## src/verilog/csi2_config.svh

```systemverilog
`ifndef CSI2_CONFIG_SVH
`define CSI2_CONFIG_SVH

// CSR bus widths
`define CSI2_CSR_ADDR_W 8
`define CSI2_DATA_W     32

// Video stream payload
`define CSI2_PX_W       16

// Lane delay taps
`define CSI2_DELAY_W    5
`define CSI2_LANES      2

// Camera power-up delay in px_clk cycles, kept short for simulation
`define CSI2_PWUP_CYCLES 64

`endif

```

## src/verilog/csi2_pkg.sv

```systemverilog
`default_nettype none

`include "csi2_config.svh"

package csi2_pkg;

  // Manager to register block
  typedef struct packed {
    logic                          awvalid;
    logic [`CSI2_CSR_ADDR_W-1 : 0] awaddr;
    logic                          wvalid;
    logic [`CSI2_DATA_W-1 : 0]     wdata;
    logic [3 : 0]                  wstrb;
    logic                          bready;
    logic                          arvalid;
    logic [`CSI2_CSR_ADDR_W-1 : 0] araddr;
    logic                          rready;
  } axil_req_t;

  // Register block to manager
  typedef struct packed {
    logic                      awready;
    logic                      wready;
    logic                      bvalid;
    logic [1 : 0]              bresp;
    logic                      arready;
    logic                      rvalid;
    logic [`CSI2_DATA_W-1 : 0] rdata;
    logic [1 : 0]              rresp;
  } axil_rsp_t;

  typedef struct packed {
    logic                    tvalid;
    logic                    tuser;
    logic                    tlast;
    logic [`CSI2_PX_W-1 : 0] tdata;
  } video_t;

  // One-cycle pulses from the packet decoder
  typedef struct packed {
    logic header_err;
    logic corr_header_err;
    logic crc_err;
  } csi2_err_t;

  typedef struct packed {
    logic [`CSI2_DATA_W-1 : 0] header_err_cnt;
    logic [`CSI2_DATA_W-1 : 0] corr_header_err_cnt;
    logic [`CSI2_DATA_W-1 : 0] crc_err_cnt;
    logic [`CSI2_DATA_W-1 : 0] max_ln_per_frame;
    logic [`CSI2_DATA_W-1 : 0] min_ln_per_frame;
    logic [`CSI2_DATA_W-1 : 0] max_px_per_ln;
    logic [`CSI2_DATA_W-1 : 0] min_px_per_ln;
  } csi2_stat_t;

  // Register map, byte addresses
  localparam logic [`CSI2_CSR_ADDR_W-1 : 0] REG_CTRL             = 8'h00;
  localparam logic [`CSI2_CSR_ADDR_W-1 : 0] REG_SCCB_ADDR        = 8'h04;
  localparam logic [`CSI2_CSR_ADDR_W-1 : 0] REG_DELAY            = 8'h08;
  localparam logic [`CSI2_CSR_ADDR_W-1 : 0] REG_HDR_ERR_CNT      = 8'h10;
  localparam logic [`CSI2_CSR_ADDR_W-1 : 0] REG_CORR_HDR_ERR_CNT = 8'h14;
  localparam logic [`CSI2_CSR_ADDR_W-1 : 0] REG_CRC_ERR_CNT      = 8'h18;
  localparam logic [`CSI2_CSR_ADDR_W-1 : 0] REG_MAX_LN_PER_FRAME = 8'h1C;
  localparam logic [`CSI2_CSR_ADDR_W-1 : 0] REG_MIN_LN_PER_FRAME = 8'h20;
  localparam logic [`CSI2_CSR_ADDR_W-1 : 0] REG_MAX_PX_PER_LN    = 8'h24;
  localparam logic [`CSI2_CSR_ADDR_W-1 : 0] REG_MIN_PX_PER_LN    = 8'h28;

  localparam logic [1 : 0] RESP_OKAY   = 2'b00;
  localparam logic [1 : 0] RESP_SLVERR = 2'b10;

endpackage

`default_nettype wire

```

## src/verilog/csi2_stat_acc.sv

```systemverilog
`timescale 1ns/1ps
`default_nettype none

`include "csi2_config.svh"

module csi2_stat_acc (
  input  logic                 px_clk_i,
  input  logic                 reset_i,
  input  logic                 clear_stat_i,
  input  csi2_pkg::video_t     video_i,
  input  logic                 tready_i,
  input  csi2_pkg::csi2_err_t  err_i,
  output csi2_pkg::csi2_stat_t stat_o
);

  import csi2_pkg::*;

  logic                      beat;
  logic                      line_end;
  logic                      frame_start;
  logic [`CSI2_DATA_W-1 : 0] line_len;

  logic [`CSI2_DATA_W-1 : 0] header_err_cnt;
  logic [`CSI2_DATA_W-1 : 0] corr_header_err_cnt;
  logic [`CSI2_DATA_W-1 : 0] crc_err_cnt;

  logic [`CSI2_DATA_W-1 : 0] px_cnt;
  logic [`CSI2_DATA_W-1 : 0] max_px_per_ln;
  logic [`CSI2_DATA_W-1 : 0] min_px_per_ln;

  logic [`CSI2_DATA_W-1 : 0] ln_cnt;
  logic                      frame_seen;
  logic [`CSI2_DATA_W-1 : 0] max_ln_per_frame;
  logic [`CSI2_DATA_W-1 : 0] min_ln_per_frame;

  // Only accepted beats count
  assign beat        = video_i.tvalid && tready_i;
  assign line_end    = beat && video_i.tlast;
  assign frame_start = beat && video_i.tuser;

  // Length including the closing beat
  assign line_len    = px_cnt + 1'b1;

  always_ff @(posedge px_clk_i) begin
    if (reset_i || clear_stat_i) begin
      header_err_cnt      <= '0;
      corr_header_err_cnt <= '0;
      crc_err_cnt         <= '0;
    end else begin
      if (err_i.header_err)
        header_err_cnt <= header_err_cnt + 1'b1;
      if (err_i.corr_header_err)
        corr_header_err_cnt <= corr_header_err_cnt + 1'b1;
      if (err_i.crc_err)
        crc_err_cnt <= crc_err_cnt + 1'b1;
    end
  end

  // Pixels per line
  always_ff @(posedge px_clk_i) begin
    if (reset_i || clear_stat_i) begin
      px_cnt        <= '0;
      max_px_per_ln <= '0;
      min_px_per_ln <= '1;
    end else if (line_end) begin
      px_cnt <= '0;
      if (line_len > max_px_per_ln)
        max_px_per_ln <= line_len;
      if (line_len < min_px_per_ln)
        min_px_per_ln <= line_len;
    end else if (beat) begin
      px_cnt <= px_cnt + 1'b1;
    end
  end

  // Lines per frame, a frame closes on the next tuser
  always_ff @(posedge px_clk_i) begin
    if (reset_i || clear_stat_i) begin
      ln_cnt           <= '0;
      frame_seen       <= 1'b0;
      max_ln_per_frame <= '0;
      min_ln_per_frame <= '1;
    end else if (frame_start) begin
      // tuser beat may also end a one-beat line
      ln_cnt     <= `CSI2_DATA_W'(video_i.tlast);
      frame_seen <= 1'b1;
      if (frame_seen) begin
        if (ln_cnt > max_ln_per_frame)
          max_ln_per_frame <= ln_cnt;
        if (ln_cnt < min_ln_per_frame)
          min_ln_per_frame <= ln_cnt;
      end
    end else if (line_end) begin
      ln_cnt <= ln_cnt + 1'b1;
    end
  end

  always_comb begin
    stat_o.header_err_cnt      = header_err_cnt;
    stat_o.corr_header_err_cnt = corr_header_err_cnt;
    stat_o.crc_err_cnt         = crc_err_cnt;
    stat_o.max_ln_per_frame    = max_ln_per_frame;
    stat_o.min_ln_per_frame    = min_ln_per_frame;
    stat_o.max_px_per_ln       = max_px_per_ln;
    stat_o.min_px_per_ln       = min_px_per_ln;
  end

endmodule

`default_nettype wire

```

## src/verilog/csi2_csr.sv

```systemverilog
`timescale 1ns/1ps
`default_nettype none

`include "csi2_config.svh"

module csi2_csr (
  input  logic                                          px_clk_i,
  input  logic                                          reset_i,
  input  csi2_pkg::axil_req_t                           req_i,
  output csi2_pkg::axil_rsp_t                           rsp_o,
  input  csi2_pkg::csi2_stat_t                          stat_i,
  output logic                                          clear_stat_o,
  output logic                                          phy_en_o,
  output logic                                          delay_act_o,
  output logic [`CSI2_LANES-1 : 0][`CSI2_DELAY_W-1 : 0] lane_delay_o,
  output logic [6 : 0]                                  sccb_slave_addr_o
);

  import csi2_pkg::*;

  logic                                          awready_q;
  logic                                          bvalid_q;
  logic [1 : 0]                                  bresp_q;
  logic                                          arready_q;
  logic                                          rvalid_q;
  logic [`CSI2_DATA_W-1 : 0]                     rdata_q;
  logic [1 : 0]                                  rresp_q;

  logic                                          wr_en;
  logic                                          wr_err;
  logic                                          rd_en;
  logic                                          rd_err;
  logic [`CSI2_DATA_W-1 : 0]                     rd_data;

  logic                                          phy_en_q;
  logic                                          clear_stat_q;
  logic                                          delay_act_q;
  logic [`CSI2_LANES-1 : 0][`CSI2_DELAY_W-1 : 0] lane_delay_q;
  logic [6 : 0]                                  sccb_addr_q;

  assign wr_en = awready_q && req_i.awvalid && req_i.wvalid;
  assign rd_en = arready_q && req_i.arvalid;

  // Only the control registers are writable
  always_comb begin
    case (req_i.awaddr)
      REG_CTRL, REG_SCCB_ADDR, REG_DELAY: wr_err = 1'b0;
      default:                            wr_err = 1'b1;
    endcase
  end

  // Write channel, address and data accepted together
  always_ff @(posedge px_clk_i) begin
    if (reset_i) begin
      awready_q <= 1'b0;
      bvalid_q  <= 1'b0;
    end else begin
      awready_q <= req_i.awvalid && req_i.wvalid && !awready_q && !bvalid_q;
      if (wr_en)
        bvalid_q <= 1'b1;
      else if (req_i.bready)
        bvalid_q <= 1'b0;
    end
  end

  always_ff @(posedge px_clk_i) begin
    if (wr_en)
      bresp_q <= wr_err ? RESP_SLVERR : RESP_OKAY;
  end

  always_ff @(posedge px_clk_i) begin
    if (reset_i) begin
      phy_en_q     <= 1'b0;
      clear_stat_q <= 1'b0;
      delay_act_q  <= 1'b0;
      lane_delay_q <= '0;
      sccb_addr_q  <= '0;
    end else begin
      // Self-clearing pulses
      clear_stat_q <= 1'b0;
      delay_act_q  <= 1'b0;
      if (wr_en) begin
        case (req_i.awaddr)
          REG_CTRL: begin
            if (req_i.wstrb[0]) begin
              phy_en_q     <= req_i.wdata[0];
              clear_stat_q <= req_i.wdata[1];
              delay_act_q  <= req_i.wdata[2];
            end
          end
          REG_SCCB_ADDR: begin
            if (req_i.wstrb[0])
              sccb_addr_q <= req_i.wdata[6 : 0];
          end
          REG_DELAY: begin
            // One byte lane per data lane
            for (int i = 0; i < `CSI2_LANES; i++) begin
              if (req_i.wstrb[i])
                lane_delay_q[i] <= req_i.wdata[8*i +: `CSI2_DELAY_W];
            end
          end
          default: ;
        endcase
      end
    end
  end

  // Read mux, pulse bits read back as zero
  always_comb begin
    rd_data = '0;
    rd_err  = 1'b0;
    case (req_i.araddr)
      REG_CTRL:             rd_data[0] = phy_en_q;
      REG_SCCB_ADDR:        rd_data[6 : 0] = sccb_addr_q;
      REG_DELAY: begin
        for (int i = 0; i < `CSI2_LANES; i++)
          rd_data[8*i +: `CSI2_DELAY_W] = lane_delay_q[i];
      end
      REG_HDR_ERR_CNT:      rd_data = stat_i.header_err_cnt;
      REG_CORR_HDR_ERR_CNT: rd_data = stat_i.corr_header_err_cnt;
      REG_CRC_ERR_CNT:      rd_data = stat_i.crc_err_cnt;
      REG_MAX_LN_PER_FRAME: rd_data = stat_i.max_ln_per_frame;
      REG_MIN_LN_PER_FRAME: rd_data = stat_i.min_ln_per_frame;
      REG_MAX_PX_PER_LN:    rd_data = stat_i.max_px_per_ln;
      REG_MIN_PX_PER_LN:    rd_data = stat_i.min_px_per_ln;
      default:              rd_err = 1'b1;
    endcase
  end

  // Read channel
  always_ff @(posedge px_clk_i) begin
    if (reset_i) begin
      arready_q <= 1'b0;
      rvalid_q  <= 1'b0;
    end else begin
      arready_q <= req_i.arvalid && !arready_q && !rvalid_q;
      if (rd_en)
        rvalid_q <= 1'b1;
      else if (req_i.rready)
        rvalid_q <= 1'b0;
    end
  end

  always_ff @(posedge px_clk_i) begin
    if (rd_en) begin
      rdata_q <= rd_data;
      rresp_q <= rd_err ? RESP_SLVERR : RESP_OKAY;
    end
  end

  always_comb begin
    rsp_o.awready = awready_q;
    rsp_o.wready  = awready_q;
    rsp_o.bvalid  = bvalid_q;
    rsp_o.bresp   = bresp_q;
    rsp_o.arready = arready_q;
    rsp_o.rvalid  = rvalid_q;
    rsp_o.rdata   = rdata_q;
    rsp_o.rresp   = rresp_q;
  end

  assign clear_stat_o      = clear_stat_q;
  assign phy_en_o          = phy_en_q;
  assign delay_act_o       = delay_act_q;
  assign lane_delay_o      = lane_delay_q;
  assign sccb_slave_addr_o = sccb_addr_q;

endmodule

`default_nettype wire

```

## src/verilog/cam_pwup.sv

```systemverilog
`timescale 1ns/1ps
`default_nettype none

`include "csi2_config.svh"

module cam_pwup (
  input  logic px_clk_i,
  input  logic reset_i,
  output logic cam_pwup_o
);

  localparam int unsigned CNT_W     = $clog2(`CSI2_PWUP_CYCLES);
  localparam int unsigned PWUP_LAST = `CSI2_PWUP_CYCLES - 1;

  logic [CNT_W-1 : 0] cnt;
  logic               pwup_q;

  // Counter stops once the output is set
  always_ff @(posedge px_clk_i) begin
    if (reset_i) begin
      cnt    <= '0;
      pwup_q <= 1'b0;
    end else if (!pwup_q) begin
      if (cnt == PWUP_LAST[CNT_W-1 : 0])
        pwup_q <= 1'b1;
      else
        cnt <= cnt + 1'b1;
    end
  end

  assign cam_pwup_o = pwup_q;

endmodule

`default_nettype wire

```

## src/verilog/csi2_monitor_top.sv

```systemverilog
`timescale 1ns/1ps
`default_nettype none

`include "csi2_config.svh"

module csi2_monitor_top (
  input  logic                                          px_clk_i,
  input  logic                                          reset_i,

  // Register access
  input  csi2_pkg::axil_req_t                           csr_req_i,
  output csi2_pkg::axil_rsp_t                           csr_rsp_o,

  // Video from the receiver
  input  csi2_pkg::video_t                              video_up_i,
  output logic                                          up_tready_o,

  // Video to the sink
  output csi2_pkg::video_t                              video_o,
  input  logic                                          video_tready_i,

  // Packet decoder error pulses
  input  csi2_pkg::csi2_err_t                           err_i,

  // Receiver and SCCB controls
  output logic                                          phy_en_o,
  output logic                                          delay_act_o,
  output logic [`CSI2_LANES-1 : 0][`CSI2_DELAY_W-1 : 0] lane_delay_o,
  output logic [6 : 0]                                  sccb_slave_addr_o,

  output logic                                          cam_pwup_o
);

  import csi2_pkg::*;

  logic       clear_stat;
  csi2_stat_t stat;

  // Stream is only tapped, never delayed
  assign video_o     = video_up_i;
  assign up_tready_o = video_tready_i;

  csi2_stat_acc csi2_stat_acc (
    .px_clk_i     ( px_clk_i       ),
    .reset_i      ( reset_i        ),
    .clear_stat_i ( clear_stat     ),
    .video_i      ( video_up_i     ),
    .tready_i     ( video_tready_i ),
    .err_i        ( err_i          ),
    .stat_o       ( stat           )
  );

  csi2_csr csi2_csr (
    .px_clk_i          ( px_clk_i          ),
    .reset_i           ( reset_i           ),
    .req_i             ( csr_req_i         ),
    .rsp_o             ( csr_rsp_o         ),
    .stat_i            ( stat              ),
    .clear_stat_o      ( clear_stat        ),
    .phy_en_o          ( phy_en_o          ),
    .delay_act_o       ( delay_act_o       ),
    .lane_delay_o      ( lane_delay_o      ),
    .sccb_slave_addr_o ( sccb_slave_addr_o )
  );

  // Sensor power-up sequencing
  cam_pwup cam_pwup (
    .px_clk_i   ( px_clk_i   ),
    .reset_i    ( reset_i    ),
    .cam_pwup_o ( cam_pwup_o )
  );

endmodule

`default_nettype wire

```

## config.mk

```make
export PLATFORM = sky130hd
export DESIGN_NAME = csi2_monitor_top
export DESIGN_NICKNAME = d
export VERILOG_FILES = /design/src/verilog/csi2_pkg.sv /design/src/verilog/csi2_stat_acc.sv /design/src/verilog/csi2_csr.sv /design/src/verilog/cam_pwup.sv /design/src/verilog/csi2_monitor_top.sv
export VERILOG_INCLUDE_DIRS = /design/src /design/src/verilog
export SDC_FILE = /design/constraint.sdc
export NUM_CORES = 1
export LEC_CHECK = 0
export BUFFER_PORTS_ARGS = -buffer_cell sky130_fd_sc_hd__buf_2
export CAP_MARGIN = 0
export CORE_MARGIN = 2
export CORE_UTILIZATION = 30
export DETAILED_ROUTE_END_ITERATION = 8
export GPL_ROUTABILITY_DRIVEN = 0
export PLACE_DENSITY = 0.55
export SYNTH_ARGS = -nofsm -noshare
export SYNTH_HDL_FRONTEND = slang
export SYNTH_SLANG_ARGS = --single-unit
```

## constraint.sdc

```tcl
create_clock -name px_clk_i -period 5.1 [get_ports px_clk_i]
set_input_delay 0.51 -clock px_clk_i [delete_from_list [all_inputs] [get_ports px_clk_i]]
set_output_delay 0.51 -clock px_clk_i [all_outputs]
set_load 0.005 [all_outputs]
```

==> out/metrics.yaml, run 1 <==
wire_per_inst_um: 18.0
io_pins: 163
synth_compound_area_share_pct: 12.3
synth_adder_area_share_pct: 8.56
dieHeight_um: 258
r2r_setup_slack_ns: 0.58
max-vdd-ir-drop_mv: 0.219
switching_share_pct: 25.3
drv_slew: 0
fin_tns_setup_ns: 0
p_leak_nw: 9.02
finalCritPeriodShare_pct: 88.6
clk_latency_ns: 0.56
dp_hpwl_mm: 42.4
p_sw_mw: 1.64
r2r-end: "csi2_stat_acc.min_px_per_ln[24]"
tightest_slew_ns: 1.22
grt_overflow: 0
synth_cell_types: 72
hold_depth: 3
drc_errors: 0
grt_max_degree: 96
cts-root-buf: "clkbuf_16"
htreeDepth: 2
synth-edff-count: 34
yosysTopAreaCell: "dfxtp_1"
first_pass_iters: 8
synth_common_cells: "dfxtp_1, nor2_1, nand2_1, inv_1, ha_1"
stdcell_count: 3179
syn_avg_cell_area_um2: 8.56
syn_area_um2: 19300
vias: 16700
postPlaceCellArea_um2: 20500
grt_usage_pct: 16.9
grt_pass1_vias: 15900
cts_setup_buffers: 0
whs_endpoint: "csi2_csr.awready_q"
synth.top_cell.area_share_pct: 33.2
rsz0062_at_grt: "false"
start_util_pct: 30.5
synthMuxAreaShare_pct: 4.93
max_slew_margin_pct: 18.3
worstRegToRegCells: 12
status: "completed"
die-width_um: 258
async_flop_share_pct: 0
drv_cap: 0
antenna_found_initial: 1
finalClockSkew_ns: 0.0191
r2r-start: "csi2_stat_acc.px_cnt[0]"
endpoint_kind: "flop"
cts_max_path_buffers: 3
ys_ff_latch: 354
drtIter0Drc: 1287
min_from: "csr_req_i[56]"
rows: 92
worstSetupPathType: "flop to flop"
cts_tree: "done"
finish.instance_area_um2: 21900
clock-sinks: 354
cts_resized: 0
portBuffers: 106
dp.cells: 3105
synthTopCellsByArea: "dfxtp_1, ha_1, nor2_1"
crit_arrival_ns: 4.93
synth_xor_area_share_pct: 7.68
fmax_mhz: 221
clk_pin_slew_worst_paths_ns: 0.06
n_fill_cell: 6572
p_int_mw: 4.83
hold_class: "primary input to flop"
sequentialPowerShare_pct: 46.2
via_per_inst: 5.24
startpoint: "csi2_stat_acc.px_cnt[0]"
synth_top_family_by_area: "simple AND/OR/NAND/NOR gates"
hold_buffers: 0
power.density_nw_per_um2: 296
pwr-share-clk_pct: 45.2
fin_util_pct: 34.5
synth-simple-area-share_pct: 21.6
setup_viol: 0
yosysWarnings: 0
synthFlopType: "dfxtp_1"
fin_crit_ns: 4.52
combPwrFrac_pct: 8.6
die-area_um2: 66300
cts_buffers: 42
cp_max_fo: 23
worstSetupStartpointType: "flop"
core_um2: 63300
ys_seq_area_share_pct: 38.5
syn_to_final_growth_pct: 13.3
nNetsFinal: 2517
worstPathRequired_ns: 5.51
grt_pass1_wl_mm: 89.8
wl_mm: 57.1
hold_viol_final: 0
syn_inst: 2254
yosysMostFrequentCell: "dfxtp_1"
drive_gt1_share_pct: 9.52
postRouteAntennaNets: 0
[through the flow]
stage | setup slack [ns] | total power [mW] | hold slack (ns)
after floorplan | 1.51 | 3.40 | 0.418
after global placement | 0.753 | 3.58 | 0.426
after detailed placement | 0.688 | 3.59 | 0.448
after CTS | 0.664 | 6.55 | 0.161
after global routing | 0.199 | 6.72 | 0.188
final | 0.582 | 6.47 | 0.197
[flip-flops by register name, summed over array words and instances (netlist names), 6 cells and up]
signal	count
csi2_stat_acc.crc_err_cnt	32
csi2_csr.rdata_q	32
csi2_stat_acc.max_px_per_ln	32
csi2_csr.lane_delay_o	10
csi2_stat_acc.header_err_cnt	32
csi2_stat_acc.ln_cnt	32
csi2_stat_acc.min_ln_per_frame	32
csi2_csr.sccb_slave_addr_o	7
csi2_stat_acc.min_px_per_ln	32
csi2_stat_acc.max_ln_per_frame	32
cam_pwup.cnt	6
csi2_stat_acc.corr_header_err_cnt	32
csi2_stat_acc.px_cnt	32
[final cells by class]
| class | instances | area, um^2 | share of cell area [%] |
|---|---|---|---|
| multi-input cells | 1612 | 10700 | 48.8 |
| flip-flops and latches | 354 | 7430 | 34.0 |
| clock buffers | 64 | 1210 | 5.56 |
| well taps | 846 | 1060 | 4.84 |
| repair buffers | 137 | 801 | 3.66 |
| inverters | 156 | 586 | 2.68 |
| clock inverters | 9 | 104 | 0.475 |
| diodes | 1 | 2.50 | 0.0114 |
[layer usage]
metal	part of all wire, %	GRT usage, %	vias up
met1	46	22.8	8033
met2	46	27.6	478
met4	2.9	5.72	0
met3	5.3	2.36	74
met5	0	0	-
li1	-	-	8076
[worst max-delay path: stages, from the launching register on]
cell and delay [ns]:
dfxtp_1 0.48, ha_1 0.31, and4_1 0.42, nand3_1 0.11, nor4_1 0.26, xor2_1 0.39
ha_1 0.21, nand4_1 0.13, nor4_1 0.66, and4_1 0.44, o311ai_4 0.38, nand2_1 0.43
a31oi_1 0.14
[power groups by stage]
| stage | Sequential, mW | Clock (mW) | Combinational, mW |
|---|---|---|---|
| after global placement | 3.05 | 0 | 0.528 |
| after CTS | 2.99 | 3.01 | 0.548 |
| after floorplan | 3.00 | 0 | 0.399 |
| final | 2.99 | 2.93 | 0.553 |
| after detailed placement | 3.05 | 0 | 0.544 |
| after global routing | 3.00 | 3.11 | 0.613 |
[cells in the final DEF (no fill, tap or decap), types with 4 or more instances in the layout]
master / count
buf_2: 106
and2_1: 11
a221oi_1: 7
nor4_1: 29
clkbuf_8: 6
o211ai_1: 6
or3_1: 20
nor2b_1: 4
a21oi_1: 98
a31oi_1: 26
nor2_1: 280
and3_1: 37
nor2_2: 4
clkbuf_1: 15
xor2_1: 99
edfxtp_1: 34
nand2_1: 180
nand3_1: 104
ha_1: 132
a22oi_1: 50
o21ai_0: 39
nor3_1: 74
dfxtp_1: 320
clkinv_2: 4
clkbuf_16: 43
a211oi_1: 35
a21o_1: 17
and4_1: 20
xnor2_1: 70
buf_4: 28
nand2b_1: 5
mux2i_1: 95
a222oi_1: 32
inv_1: 156
nand4_1: 75
[how the worst max path moves through the flow]
stage	slack (ns)	endpoint	cells after the start
floorplan	1.51	csi2_stat_acc.min_px_per_ln[10]	14
detailed placement	0.69	csi2_stat_acc.min_px_per_ln[22]	12
CTS	0.66	csi2_stat_acc.min_px_per_ln[25]	12
finish	0.58	csi2_stat_acc.min_px_per_ln[24]	12
global placement	0.75	csi2_stat_acc.min_px_per_ln[25]	12
global route	0.20	csi2_stat_acc.min_px_per_ln[22]	12
[kinds of logic (layout without fill, tap and decap cells)]
logic type | Yosys count | in the layout
AOI/OAI and AO/OA | 343 | 343
xor gates and xnor gates | 169 | 169
adders and majority gates | 132 | 132
buffers and inverters | 289 | 366
DFF | 354 | 354
muxes | 95 | 95
other | 1 | 3
and+or+nand+nor | 871 | 871
No activity file was read; power rests on OpenSTA's default activity.
==> inputs of run 2 (changes only) <==
--- a/config.mk
+++ b/config.mk
@@ -10,6 +10,7 @@
 export CAP_MARGIN = 0
 export CORE_MARGIN = 2
 export CORE_UTILIZATION = 30
+export CTS_BUF_LIST = sky130_fd_sc_hd__clkbuf_4 sky130_fd_sc_hd__clkbuf_8
 export DETAILED_ROUTE_END_ITERATION = 8
 export GPL_ROUTABILITY_DRIVEN = 0
 export PLACE_DENSITY = 0.55
==> out/metrics.yaml, run 2 (synthesized netlist as in run 1, its figures left out) <==
status: "completed"  # unchanged
setup_viol: 0  # unchanged
hold_buffers: 0  # unchanged
dieHeight_um: 258  # unchanged
wl_mm: 57.3  # was 57.1 mm
tightest_slew_ns: 1.24  # was 1.22 ns
fin_tns_setup_ns: 0  # unchanged
power.density_nw_per_um2: 289  # was 296 nW/um^2
die-width_um: 258  # unchanged
cts_tree: "done"  # unchanged
cts_buffers: 61  # was 42
start_util_pct: 30.5  # unchanged
endpoint_kind: "flop"  # unchanged
grt_max_degree: 96  # unchanged
clock-sinks: 354  # unchanged
worstPathRequired_ns: 5.61  # was 5.51 ns
startpoint: "csi2_stat_acc.px_cnt[0]"  # unchanged
wire_per_inst_um: 17.8  # was 18.0 um
stdcell_count: 3219  # was 3179
cts_resized: 0  # unchanged
hold_viol_final: 0  # unchanged
drc_errors: 0  # unchanged
drv_slew: 0  # unchanged
postPlaceCellArea_um2: 20500  # unchanged
p_leak_nw: 9.07  # was 9.02 nW
post-place-ws_ns: 0.688  # unchanged
max_slew_margin_pct: 17.0  # was 18.3%
finalCritPeriodShare_pct: 89.1  # was 88.6%
nNetsFinal: 2536  # was 2517
via_per_inst: 5.20  # was 5.24
portBuffers: 106  # unchanged
core_um2: 63300  # unchanged
finish.instance_area_um2: 21800  # was 21900 um^2
cts_max_path_buffers: 3  # unchanged
die-area_um2: 66300  # unchanged
n_antenna_cell: 0  # was 1
cts-root-buf: "clkbuf_8"  # was clkbuf_16
dp.cells: 3105  # unchanged
fin_crit_ns: 4.54  # was 4.52 ns
vias: 16700  # about the same
clk_pin_slew_worst_paths_ns: 0.06  # about the same
first_pass_iters: 8  # unchanged
drive_gt1_share_pct: 11.3  # was 9.52%
n_fill_cell: 6560  # was 6572
final_common_cell: "dfxtp_1"  # unchanged
drv_cap: 0  # unchanged
layout_common_cells: "dfxtp_1, nor2_1, nand2_1"  # unchanged
cp_max_fo: 23  # unchanged
rsz0062_at_grt: "false"  # unchanged
clk_latency_ns: 0.67  # was 0.56 ns
hold_class: "primary input to flop"  # unchanged
htreeDepth: 2  # unchanged
grt_usage_pct: 16.9  # about the same
finalClockSkew_ns: 0.0304  # was 0.0191 ns
cts_setup_buffers: 0  # unchanged
drtIter0Drc: 1341  # was 1287
grt_pass1_wl_mm: 90.3  # was 89.8 mm
crit_arrival_ns: 5.05  # was 4.93 ns
min_from: "csr_req_i[17]"  # was csr_req_i[56]
grt_overflow: 0  # unchanged
syn_to_final_growth_pct: 13.2  # was 13.3%
worst_slack_ns: 0.556  # was 0.582 ns
fmax_mhz: 220  # was 221 MHz
worstSetupPathType: "flop to flop"  # unchanged
antenna_found_initial: 1  # unchanged
r2r-start: "csi2_stat_acc.px_cnt[0]"  # unchanged
rows: 92  # unchanged
postRouteAntennaNets: 0  # unchanged
max-vdd-ir-drop_mv: 0.147  # was 0.219 mV
grt_pass1_vias: 16000  # was 15900
io_pins: 163  # unchanged
worstSetupStartpointType: "flop"  # unchanged
dp_hpwl_mm: 42.4  # unchanged
run 2: cell count changes in the layout (fill, tap and decap cells not counted), sizes merged:
| cell | before | now |
|---|---|---|
| clkbuf | 64 | 85 |
| inv | 157 | 156 |
| bufinv | 2 | 3 |
| diode | 1 | 0 |
| clkinv | 4 | 24 |
run 2: worst max-delay path: stages (launching register included):
cell	delay, ns
dfxtp_1	0.48
ha_1	0.31
and4_1	0.43
nand3_1	0.12
nor3_1	0.28
xor2_1	0.39
ha_1	0.19
nand4_1	0.13
nor4_1	0.66
and4_1	0.43
o311ai_4	0.38
nand2_1	0.43
a31oi_1	0.14
run 2: metal layers:
| metal | global-route usage [%] | vias to the layer above | share of wire (%) |
|---|---|---|---|
| met5 | 0 | - | 0 |
| li1 | - | 8121 | - |
| met3 | 2.39 | 103 | 5.7 |
| met4 | 6.07 | 0 | 3.1 |
| met2 | 27.7 | 523 | 45 |
| met1 | 22.8 | 7979 | 46 |
run 2: report_power, final:
| group | switching [mW] | internal (mW) |
|---|---|---|
| registers | 0.0979 | 2.89 |
| clock network | 1.23 | 1.53 |
| logic | 0.350 | 0.202 |
run 2: stage by stage:
stage	total power, mW	hold WS (ns)	utilization [%]
6_report	6.30	0.0923	34.5
4_1_cts	6.38	0.0346	34.5
2_1_floorplan	3.40	0.418	-
5_1_grt	6.57	0.0721	34.5
3_3_place_gp	3.58	0.426	32.4
3_5_place_dp	3.59	0.448	32.4
run 2: path summary, 6_finish.rpt:
kind | endpoint | slack, ns | cells after the start
min reg2reg | csi2_csr.arready_q | 0.45 | 1
max reg2reg | csi2_stat_acc.min_px_per_ln[22] | 0.56 | 12
max | csi2_stat_acc.min_px_per_ln[22] | 0.56 | 12
min | csi2_csr.delay_act_o | 0.09 | 2
run 2: cell type report:
| class | count | area [um^2] | area share [%] |
|---|---|---|---|
| clock buffer | 85 | 1090 | 4.99 |
| clock inverter | 29 | 213 | 0.974 |
| inverter | 156 | 586 | 2.68 |
| multi-input combinational | 1612 | 10700 | 48.8 |
| sequential | 354 | 7430 | 34.0 |
| tap | 846 | 1060 | 4.85 |
| timing repair buffer | 137 | 801 | 3.67 |
